File: src/source/qpi_cache_pkg.sv
package qpi_cache_pkg;

	// Requester side addresses 32-bit words
	localparam int ADDR_WIDTH = 12;

	// Cache geometry
	localparam int LINE_WORDS = 4;
	localparam int LINE_COUNT = 32;

	// Fixed at two, the replacement logic keeps a single LRU bit per set
	localparam int WAYS = 2;
	localparam int SETS = LINE_COUNT / WAYS;

	// Address split is {tag, set, offset}
	localparam int OFFSET_BITS = $clog2(LINE_WORDS);
	localparam int SET_BITS = $clog2(SETS);
	localparam int TAG_BITS = ADDR_WIDTH - SET_BITS - OFFSET_BITS;

	// Byte address towards the quad-SPI controller
	localparam int QADDR_WIDTH = ADDR_WIDTH + 2;

	// Per-set flag word
	localparam int FLAG_WIDTH = 3;
	// Way to replace next
	localparam int FLAG_LRU = 0;
	// Way 0 matches memory
	localparam int FLAG_CLEAN0 = 1;
	// Way 1 matches memory
	localparam int FLAG_CLEAN1 = 2;

	// Both ways clean and way 0 replaced first
	localparam logic [FLAG_WIDTH-1:0] FLAG_INIT =
		FLAG_WIDTH'((1 << FLAG_CLEAN0) | (1 << FLAG_CLEAN1));

	// Line data array depth in words
	localparam int DATA_DEPTH = LINE_COUNT * LINE_WORDS;

endpackage

File: src/source/cache_ctrl_if.sv
`timescale 1ns/1ps

interface cache_ctrl_if;
	import qpi_cache_pkg::*;

	// Lookup results
	logic                   hit;
	logic                   hit_way;
	logic                   lru_way;
	logic                   lru_clean;
	logic [TAG_BITS-1:0]    lru_tag;

	// Sequencer state and strobes
	logic                   busy;
	logic [OFFSET_BITS-1:0] line_offset;
	logic                   fill_wen;
	logic                   tag_write;
	logic                   clean_write;

	// Registered data array word, used as writeback data
	logic [31:0]            store_rdata;

	modport lookup (output hit, hit_way, lru_way, lru_clean, lru_tag,
		input busy, tag_write, clean_write);

	modport refill (input hit, lru_clean, lru_tag, store_rdata,
		output busy, line_offset, fill_wen, tag_write, clean_write);

	modport store (input hit, hit_way, lru_way, busy, line_offset, fill_wen,
		output store_rdata);

endinterface

File: src/source/cache_tag_lookup.sv
`timescale 1ns/1ps

module cache_tag_lookup (
	input  logic                                 clk,
	input  logic                                 rst,
	input  logic [qpi_cache_pkg::ADDR_WIDTH-1:0] addr,
	input  logic                                 ren,
	input  logic [3:0]                           wen,
	cache_ctrl_if.lookup                         ctrl
);
	import qpi_cache_pkg::*;

	logic [TAG_BITS-1:0]   addr_tag;
	logic [SET_BITS-1:0]   addr_set;
	logic [SET_BITS-1:0]   set_q;
	logic [TAG_BITS-1:0]   tag_mem [WAYS][SETS];
	logic [TAG_BITS-1:0]   tag_q [WAYS];
	logic [SETS-1:0]       valid_mem [WAYS];
	logic [WAYS-1:0]       valid_q;
	logic [FLAG_WIDTH-1:0] flag_mem [SETS];
	logic [FLAG_WIDTH-1:0] flag_q;
	logic [FLAG_WIDTH-1:0] flag_wdata;
	logic                  flag_we;
	logic [WAYS-1:0]       way_match;
	logic                  hit;
	logic                  hit_way;
	logic                  lru;

	assign addr_tag = addr[ADDR_WIDTH-1 -: TAG_BITS];
	assign addr_set = addr[OFFSET_BITS +: SET_BITS];

	// Stored tags only count when they were read for the current set
	always_comb begin
		for (int w = 0; w < WAYS; w++) begin
			way_match[w] = valid_q[w] && (set_q == addr_set) && (tag_q[w] == addr_tag);
		end
	end

	assign hit = |way_match;
	// Way 1 wins only if it matches, tags within a set are distinct
	assign hit_way = way_match[1];
	assign lru = flag_q[FLAG_LRU];

	assign ctrl.hit = hit;
	assign ctrl.hit_way = hit_way;
	assign ctrl.lru_way = lru;
	assign ctrl.lru_clean = lru ? flag_q[FLAG_CLEAN1] : flag_q[FLAG_CLEAN0];
	assign ctrl.lru_tag = tag_q[lru];

	// New flag word for the addressed set
	always_comb begin
		flag_wdata = flag_q;
		flag_we = 1'b0;
		if (hit && !ctrl.busy && (ren || (wen != 4'b0000))) begin
			flag_we = 1'b1;
			// The other way becomes the replacement candidate
			flag_wdata[FLAG_LRU] = ~hit_way;
			// Any byte write leaves the hit line dirty
			if (wen != 4'b0000) begin
				flag_wdata[FLAG_CLEAN0 + hit_way] = 1'b0;
			end
		end else if (ctrl.tag_write || ctrl.clean_write) begin
			// Refilled or written-back line now matches memory
			flag_we = 1'b1;
			flag_wdata[FLAG_CLEAN0 + lru] = 1'b1;
		end
	end

	// Tag arrays with synchronous read
	always_ff @(posedge clk) begin
		set_q <= addr_set;
		for (int w = 0; w < WAYS; w++) begin
			tag_q[w] <= tag_mem[w][addr_set];
		end
		if (ctrl.tag_write) begin
			tag_mem[lru][addr_set] <= addr_tag;
			// Write-first so the retried lookup sees the new tag
			tag_q[lru] <= addr_tag;
		end
	end

	// Valid bits and flags
	always_ff @(posedge clk) begin
		if (rst) begin
			for (int w = 0; w < WAYS; w++) begin
				valid_mem[w] <= '0;
			end
			valid_q <= '0;
			for (int s = 0; s < SETS; s++) begin
				flag_mem[s] <= FLAG_INIT;
			end
			flag_q <= FLAG_INIT;
		end else begin
			for (int w = 0; w < WAYS; w++) begin
				valid_q[w] <= valid_mem[w][addr_set];
			end
			if (ctrl.tag_write) begin
				valid_mem[lru][addr_set] <= 1'b1;
				valid_q[lru] <= 1'b1;
			end
			// Flag read also write-first, keeps back-to-back updates coherent
			flag_q <= flag_we ? flag_wdata : flag_mem[addr_set];
			if (flag_we) begin
				flag_mem[addr_set] <= flag_wdata;
			end
		end
	end

endmodule

File: src/source/cache_refill_seq.sv
`timescale 1ns/1ps

module cache_refill_seq (
	input  logic                                  clk,
	input  logic                                  rst,
	input  logic [qpi_cache_pkg::ADDR_WIDTH-1:0]  addr,
	input  logic                                  ren,
	input  logic [3:0]                            wen,
	output logic                                  ready,
	output logic                                  qpi_do_read,
	output logic                                  qpi_do_write,
	input  logic                                  qpi_next_byte,
	output logic [qpi_cache_pkg::QADDR_WIDTH-1:0] qpi_addr,
	output logic [31:0]                           qpi_wdata,
	input  logic                                  qpi_is_idle,
	cache_ctrl_if.refill                          ctrl
);
	import qpi_cache_pkg::*;

	logic [ADDR_WIDTH-1:0]  addr_q;
	logic                   req;
	logic                   req_q;
	logic                   fresh;
	logic                   busy;
	logic                   pending;
	logic [OFFSET_BITS-1:0] word_q;
	logic                   wb_step;
	logic                   fill_wen_q;
	logic                   tag_write_q;
	logic                   clean_write_q;

	assign req = ren || (wen != 4'b0000);
	// Lookup outputs belong to this request once it has been held for a cycle
	assign fresh = req && req_q && (addr == addr_q);
	assign busy = qpi_do_read || qpi_do_write;
	// Array updates still in flight from the last transfer
	assign pending = fill_wen_q || tag_write_q || clean_write_q;
	assign wb_step = qpi_do_write && qpi_next_byte;

	// Writeback data comes straight out of the data array
	assign qpi_wdata = ctrl.store_rdata;

	assign ctrl.busy = busy;
	assign ctrl.fill_wen = fill_wen_q;
	assign ctrl.tag_write = tag_write_q;
	assign ctrl.clean_write = clean_write_q;

	// Refill writes land one cycle after their strobe, so step back one word
	// Writeback reads look one word ahead so data is ready for the next strobe
	assign ctrl.line_offset = fill_wen_q ? word_q - 1'b1
		: word_q + {{(OFFSET_BITS-1){1'b0}}, wb_step};

	always_ff @(posedge clk) begin
		if (rst) begin
			ready <= 1'b0;
			qpi_do_read <= 1'b0;
			qpi_do_write <= 1'b0;
			qpi_addr <= '0;
			word_q <= '0;
			fill_wen_q <= 1'b0;
			tag_write_q <= 1'b0;
			clean_write_q <= 1'b0;
			addr_q <= '0;
			req_q <= 1'b0;
		end else begin
			addr_q <= addr;
			req_q <= req;
			ready <= 1'b0;
			fill_wen_q <= 1'b0;
			tag_write_q <= 1'b0;
			clean_write_q <= 1'b0;
			if (busy) begin
				// One word moved per strobe
				if (qpi_next_byte) begin
					qpi_addr[OFFSET_BITS+1:2] <= qpi_addr[OFFSET_BITS+1:2] + 1'b1;
					word_q <= word_q + 1'b1;
					fill_wen_q <= qpi_do_read;
					if (&word_q) begin
						// Last word, counter wraps back to zero for the next transfer
						qpi_do_read <= 1'b0;
						qpi_do_write <= 1'b0;
						tag_write_q <= qpi_do_read;
						clean_write_q <= qpi_do_write;
					end
				end
			end else if (fresh && ctrl.hit) begin
				// Single pulse while the request is still held
				ready <= !ready;
			end else if (fresh && !pending && qpi_is_idle) begin
				word_q <= '0;
				if (!ctrl.lru_clean) begin
					// Dirty victim goes out first
					qpi_do_write <= 1'b1;
					qpi_addr <= {ctrl.lru_tag, addr[OFFSET_BITS +: SET_BITS],
						{(OFFSET_BITS+2){1'b0}}};
				end else begin
					// Victim is clean, fetch the requested line
					qpi_do_read <= 1'b1;
					qpi_addr <= {addr[ADDR_WIDTH-1:OFFSET_BITS], {(OFFSET_BITS+2){1'b0}}};
				end
			end
		end
	end

endmodule

File: src/source/cache_data_store.sv
`timescale 1ns/1ps

module cache_data_store (
	input  logic                                 clk,
	input  logic [qpi_cache_pkg::ADDR_WIDTH-1:0] addr,
	input  logic [3:0]                           wen,
	input  logic [31:0]                          wdata,
	input  logic [31:0]                          qpi_rdata,
	output logic [31:0]                          rdata,
	cache_ctrl_if.store                          ctrl
);
	import qpi_cache_pkg::*;

	logic [31:0]                   mem [DATA_DEPTH];
	logic [$clog2(DATA_DEPTH)-1:0] word_addr;
	logic [3:0]                    byte_en;
	logic [31:0]                   din;
	logic [31:0]                   fill_data;
	logic [31:0]                   rdata_q;
	logic                          host_side;

	// Requester owns the array on a hit outside a transfer
	assign host_side = ctrl.hit && !ctrl.busy;

	// Word address is {way, set, offset}
	always_comb begin
		if (host_side) begin
			word_addr = {ctrl.hit_way, addr[OFFSET_BITS +: SET_BITS], addr[OFFSET_BITS-1:0]};
			byte_en = wen;
			din = wdata;
		end else begin
			// Sequencer side, LRU way of the addressed set
			word_addr = {ctrl.lru_way, addr[OFFSET_BITS +: SET_BITS], ctrl.line_offset};
			byte_en = {4{ctrl.fill_wen}};
			din = fill_data;
		end
	end

	always_ff @(posedge clk) begin
		// Refill word as it was on the strobe
		fill_data <= qpi_rdata;
		for (int b = 0; b < 4; b++) begin
			if (byte_en[b]) begin
				mem[word_addr][8*b +: 8] <= din[8*b +: 8];
			end
		end
		// Read-first
		rdata_q <= mem[word_addr];
	end

	assign rdata = rdata_q;
	assign ctrl.store_rdata = rdata_q;

endmodule

File: src/source/qpi_cache_top.sv
`timescale 1ns/1ps

module qpi_cache_top (
	input  logic                                  clk,
	input  logic                                  rst,
	// Requester port
	input  logic [qpi_cache_pkg::ADDR_WIDTH-1:0]  addr,
	input  logic                                  ren,
	input  logic [3:0]                            wen,
	input  logic [31:0]                           wdata,
	output logic [31:0]                           rdata,
	output logic                                  ready,
	// Quad-SPI controller port
	output logic                                  qpi_do_read,
	output logic                                  qpi_do_write,
	input  logic                                  qpi_next_byte,
	output logic [qpi_cache_pkg::QADDR_WIDTH-1:0] qpi_addr,
	output logic [31:0]                           qpi_wdata,
	input  logic [31:0]                           qpi_rdata,
	input  logic                                  qpi_is_idle
);

	cache_ctrl_if ctrl ();

	// Tag and flag lookup
	cache_tag_lookup u_lookup (
		.clk  (clk),
		.rst  (rst),
		.addr (addr),
		.ren  (ren),
		.wen  (wen),
		.ctrl (ctrl.lookup)
	);

	// Writeback and refill sequencer
	cache_refill_seq u_seq (
		.clk           (clk),
		.rst           (rst),
		.addr          (addr),
		.ren           (ren),
		.wen           (wen),
		.ready         (ready),
		.qpi_do_read   (qpi_do_read),
		.qpi_do_write  (qpi_do_write),
		.qpi_next_byte (qpi_next_byte),
		.qpi_addr      (qpi_addr),
		.qpi_wdata     (qpi_wdata),
		.qpi_is_idle   (qpi_is_idle),
		.ctrl          (ctrl.refill)
	);

	// Line data and read path
	cache_data_store u_store (
		.clk       (clk),
		.addr      (addr),
		.wen       (wen),
		.wdata     (wdata),
		.qpi_rdata (qpi_rdata),
		.rdata     (rdata),
		.ctrl      (ctrl.store)
	);

endmodule

File: config.mk
export PLATFORM = sky130hd
export DESIGN_NAME = qpi_cache_top
export DESIGN_NICKNAME = d
export VERILOG_FILES = /design/src/source/qpi_cache_pkg.sv /design/src/source/cache_ctrl_if.sv /design/src/source/cache_tag_lookup.sv /design/src/source/cache_refill_seq.sv /design/src/source/cache_data_store.sv /design/src/source/qpi_cache_top.sv
export SDC_FILE = /design/constraint.sdc
export NUM_CORES = 2
export LEC_CHECK = 0
export BUFFER_PORTS_ARGS = -buffer_cell sky130_fd_sc_hd__clkbuf_2
export CORE_MARGIN = 1.5
export CORE_UTILIZATION = 45
export CTS_CLUSTER_SIZE = 40
export DETAILED_ROUTE_END_ITERATION = 6
export PLACE_DENSITY = 0.59
export SLEW_MARGIN = 20
export SYNTH_ARGS = -nofsm -noshare
export SYNTH_HDL_FRONTEND = slang
export SYNTH_HIERARCHICAL = 1
export SYNTH_MEMORY_MAX_BITS = 65536
export SYNTH_SLANG_ARGS = --single-unit
export TNS_END_PERCENT = 20
File: constraint.sdc
create_clock -name clk -period 4.8 [get_ports clk]
set_input_delay 0.24 -clock clk [delete_from_list [all_inputs] [get_ports clk]]
set_output_delay 0.24 -clock clk [all_outputs]
set_load 0.01 [all_outputs]
==> flow_summary.ini <==
[logic_synthesis]
synth_top_flop_cell = edfxtp_1
syn-cell-area_sq_mm = 0.1722
yosysSeqAreaShare_pct = 77.37
synth_area_per_cell_sq_um = 15.78
synth-async-reset-ratio_pct = 0
yosysWarnings = 6
synth-seq-cells = 4486
synth_edf_count = 4336
synth.distinct_cells = 85
synthCells = 10910

[cells_and_area]
fillers = 30120
drive_above_1_share_pct = 18.32
area_delta_synth_final_pct = 17.07
stdcell_area_sq_mm = 0.2016
finish.utilization_pct = 53.08
fin_nets = 11930

[pwr]
comb_power_share_pct = 3.8
p_per_area_mw_per_mm2 = 400.9
clkPwrFrac_pct = 42.7
totalPowerFinal_mw = 80.80
max-vdd-ir-drop_v = 0.0003392
leakagePower_nw = 66.61
p_sw_share_pct = 21.41
p_int_mw = 63.50
power.switching_mw = 17.30
p_seq_share_pct = 53.5

[floorplan]
initial_core_util_pct = 45.34
die_h_um = 621.6
core_sq_mm = 0.3798
die_w_um = 621.6
fp-row-count = 226
die-area_sq_mm = 0.3863
io_pins = 166

[min_path]
min_from = wdata[2]
min_to = u_store/mem[52][2]
whs_path_depth = 4
hold_path.class = in -> reg

[run]
cap_violations = 0

[setup_path]
path_max_fanout = 30
r2r-start = u_lookup/set_q[1]
cp_data_required_time_ns = 5.66
rr_endpoint = u_store/ctrl.store_rdata[2]
r2r_cells = 16
cp-end-kind = flip-flop
critPathArrivalTime_ns = 5.52
cp-start-kind = flip-flop
path_class = reg -> reg
ff2ff_setup_slack_ns = 0.14

[grt]
grt_pass1_vias = 105100
track_usage_pct = 27.04
grt_pass1_wl_mm = 763.8
grt_remaining_overflow = 0
grt_antenna_before_repair = 23
grt_max_degree = 129

[route]
met2WireLength_mm = 252.1
routed_via_density = 6.219
num_vias = 107300
drt_first_pass_iters = 6
drc = 0
met3_length_mm = 50.51
wirelength_met1_mm = 210.5
ant_nets = 0
wire_per_inst_um = 31.03
first_iter_violations = 13290
wirelength_mm = 535.2
top_layer = met5

[cts]
clockBufferDepth = 4
clk_pin_slew_worst_paths_ns = 0.06
cts_root_buf = clkbuf_16
cts_made_buffers = 446
h-tree-depth = 5
cts.sinks = 4486
clock_latency_ns = 0.99
cts_tree = done

[placed_design]
finalWeightedCongestion = 0.8815
placed_cell_area_sq_mm = 0.1861
post-dp-hpwl_mm = 331.5
portBuffers = 163
preCtsSetupSlack_ns = -0.3010

[sta]
max_freq_mhz = 214.4
finClkSkew_ns = 0.03749
min_period_ns = 4.663
fin_crit_sh_pct = 97.15
layout_setup_ws_ns = 0.1367
tightest_slew_ns = 1.253
hold_viol_final = 0
setup-violations-final = 0
tns_ns = 0
rsz0062_at_grt = false
slew_headroom_pct = 16.15
slew_violations = 0

[run_status]
status = complete, no violations
-- state kept, by name, indices dropped and copies added (netlist names), 32 cells and up --
signal,flops
u_store/mem,4096
u_store/ctrl.store_rdata,32
u_store/fill_data,32
u_lookup/tag_mem,192
u_lookup/flag_mem,48
u_lookup/valid_mem,32
-- worst max-delay path, stage by stage (launching register included) --
cell,delay (ns)
dfxtp_1,0.30
xnor2_1,0.24
and4_1,0.33
nand3_1,0.13
nand2_1,0.26
nor2b_4,0.35
mux2_2,0.49
nand2_4,0.27
buf_12,0.30
buf_4,0.20
a21oi_1,0.04
a2111oi_0,0.67
buf_4,0.23
nor3_1,0.09
buf_4,0.22
o22ai_1,0.24
nor3_1,0.12
-- area by class of cell --
class | instances | area (sq um) | share of cell area (%)
sequential | 4486 | 133200 | 66.09
inverter | 18 | 85.08 | 0.04221
multi-input combinational | 5517 | 35470 | 17.60
timing repair buffer | 1369 | 12110 | 6.010
antenna | 8 | 20.02 | 0.009932
clock inverter | 275 | 2571 | 1.276
tap | 5016 | 6276 | 3.114
clock buffer | 557 | 11810 | 5.861
-- cell usage after synthesis, drive strengths merged (5+ instances only) --
master      n  area [sq um]
mux2i     265          2653
nor4       14         123.9
xnor2      24         210.2
o22ai      72         450.4
xor2        6         52.55
nand2b     12         75.07
nand2    1060          3981
a221o     102          1021
inv        17         63.81
a22o       63         551.8
mux4       87          1959
o31a        7         61.31
and2        5         31.28
o221ai     15         131.4
a22oi     367          2755
clkbuf    473          1785
a31oi      76         496.7
a211oi    115         863.3
a31o        7         61.31
a21oi     940          4720
o21ai     239          1196
mux2       93          1051
o31ai      42         315.3
o211ai     59         498.0
buf       417          2247
edfxtp   4336        130200
a2bb2oi     6         52.55
a221oi    429          3870
or4         5         37.54
o22a        7         61.31
dfxtp     150          3003
o32ai      25         219.0
nor2b      23         143.9
a311oi     12         105.1
nand3      27         135.1
o2bb2ai     5         43.79
a2111oi   208          1828
nor3      188         950.9
nor2      778          2920
nand4      10         62.56
and3        6         37.54
a222oi     82         820.8
-- cell families after synthesis --
kind of cell / count (synthesis) / synth area share [%]
buf+inv: 908 / 2.381
fa+ha+maj: 2 / 0.01453
xor+xnor: 30 / 0.1526
simple gates: 2143 / 5.014
mux: 445 / 3.289
other cells: 1 / 0.002178
flops: 4486 / 77.37
compound gates: 2895 / 11.78
-- power groups by stage --
stage	registers [mW]	clock network (mW)	logic, mW
final	43.2	34.5	3.08
after global routing	43.2	36.4	3.20
after CTS	43.2	34.9	3.05
after detailed placement	44.0	0	2.97
after global placement	44.0	0	2.94
after floorplan	43.9	0	1.46
-- what timing repair did --
item / in CTS / in global routing
endpoints found under the hold margin: 603 / 0
setup buffers: 0 / 5
hold buffers: 95 / 0
setup endpoints to repair: 5 / 245
resized for setup: 5 / 17
-- through the flow --
step	instances	hold slack (ns)
2_1_floorplan	10910	0.2677
3_3_place_gp	16310	0.3439
3_5_place_dp	16310	0.3439
4_1_cts	17230	0.005909
5_1_grt	17240	0.03837
6_report	17250	0.03081
-- metal layers --
metal  GRT usage (%)  up-vias
li1                -    45250
met1           37.06    55110
met2           43.53     5969
met3           4.616      913
met4           10.01       16
met5               0        -
-- cell usage in the layout (no fill, tap or decap), types with 95 or more instances in the layout --
cell           instances
edfxtp_1            4336
nand2_1             1008
buf_4                953
a21oi_1              936
nor2_1               762
clkbuf_16            451
a221oi_1             411
a22oi_1              367
mux2i_1              262
o21ai_0              238
a2111oi_0            196
nor3_1               182
clkbuf_2             160
buf_12               158
dfxtp_1              150
a211oi_1             114
a221o_1              102
clkinv_1              98
dlygate4sd3_1         95
-- worst max-delay path by stage --
stage	from	endpoint	slack [ns]	cells after the start
6_report	u_lookup/set_q[1]	u_store/ctrl.store_rdata[2]	0.14	16
4_1_cts	u_lookup/set_q[1]	u_store/ctrl.store_rdata[28]	0.01	17
3_3_place_gp	addr[9]	u_store/ctrl.store_rdata[27]	-0.45	17
3_5_place_dp	addr[9]	u_store/ctrl.store_rdata[21]	-0.30	17
2_1_floorplan	u_lookup/set_q[2]	u_store/mem[0][0]	0.81	9
5_1_grt	u_lookup/tag_q[1][4]	u_store/mem[114][26]	0.009	11
Power figures use the tool's default switching activity.
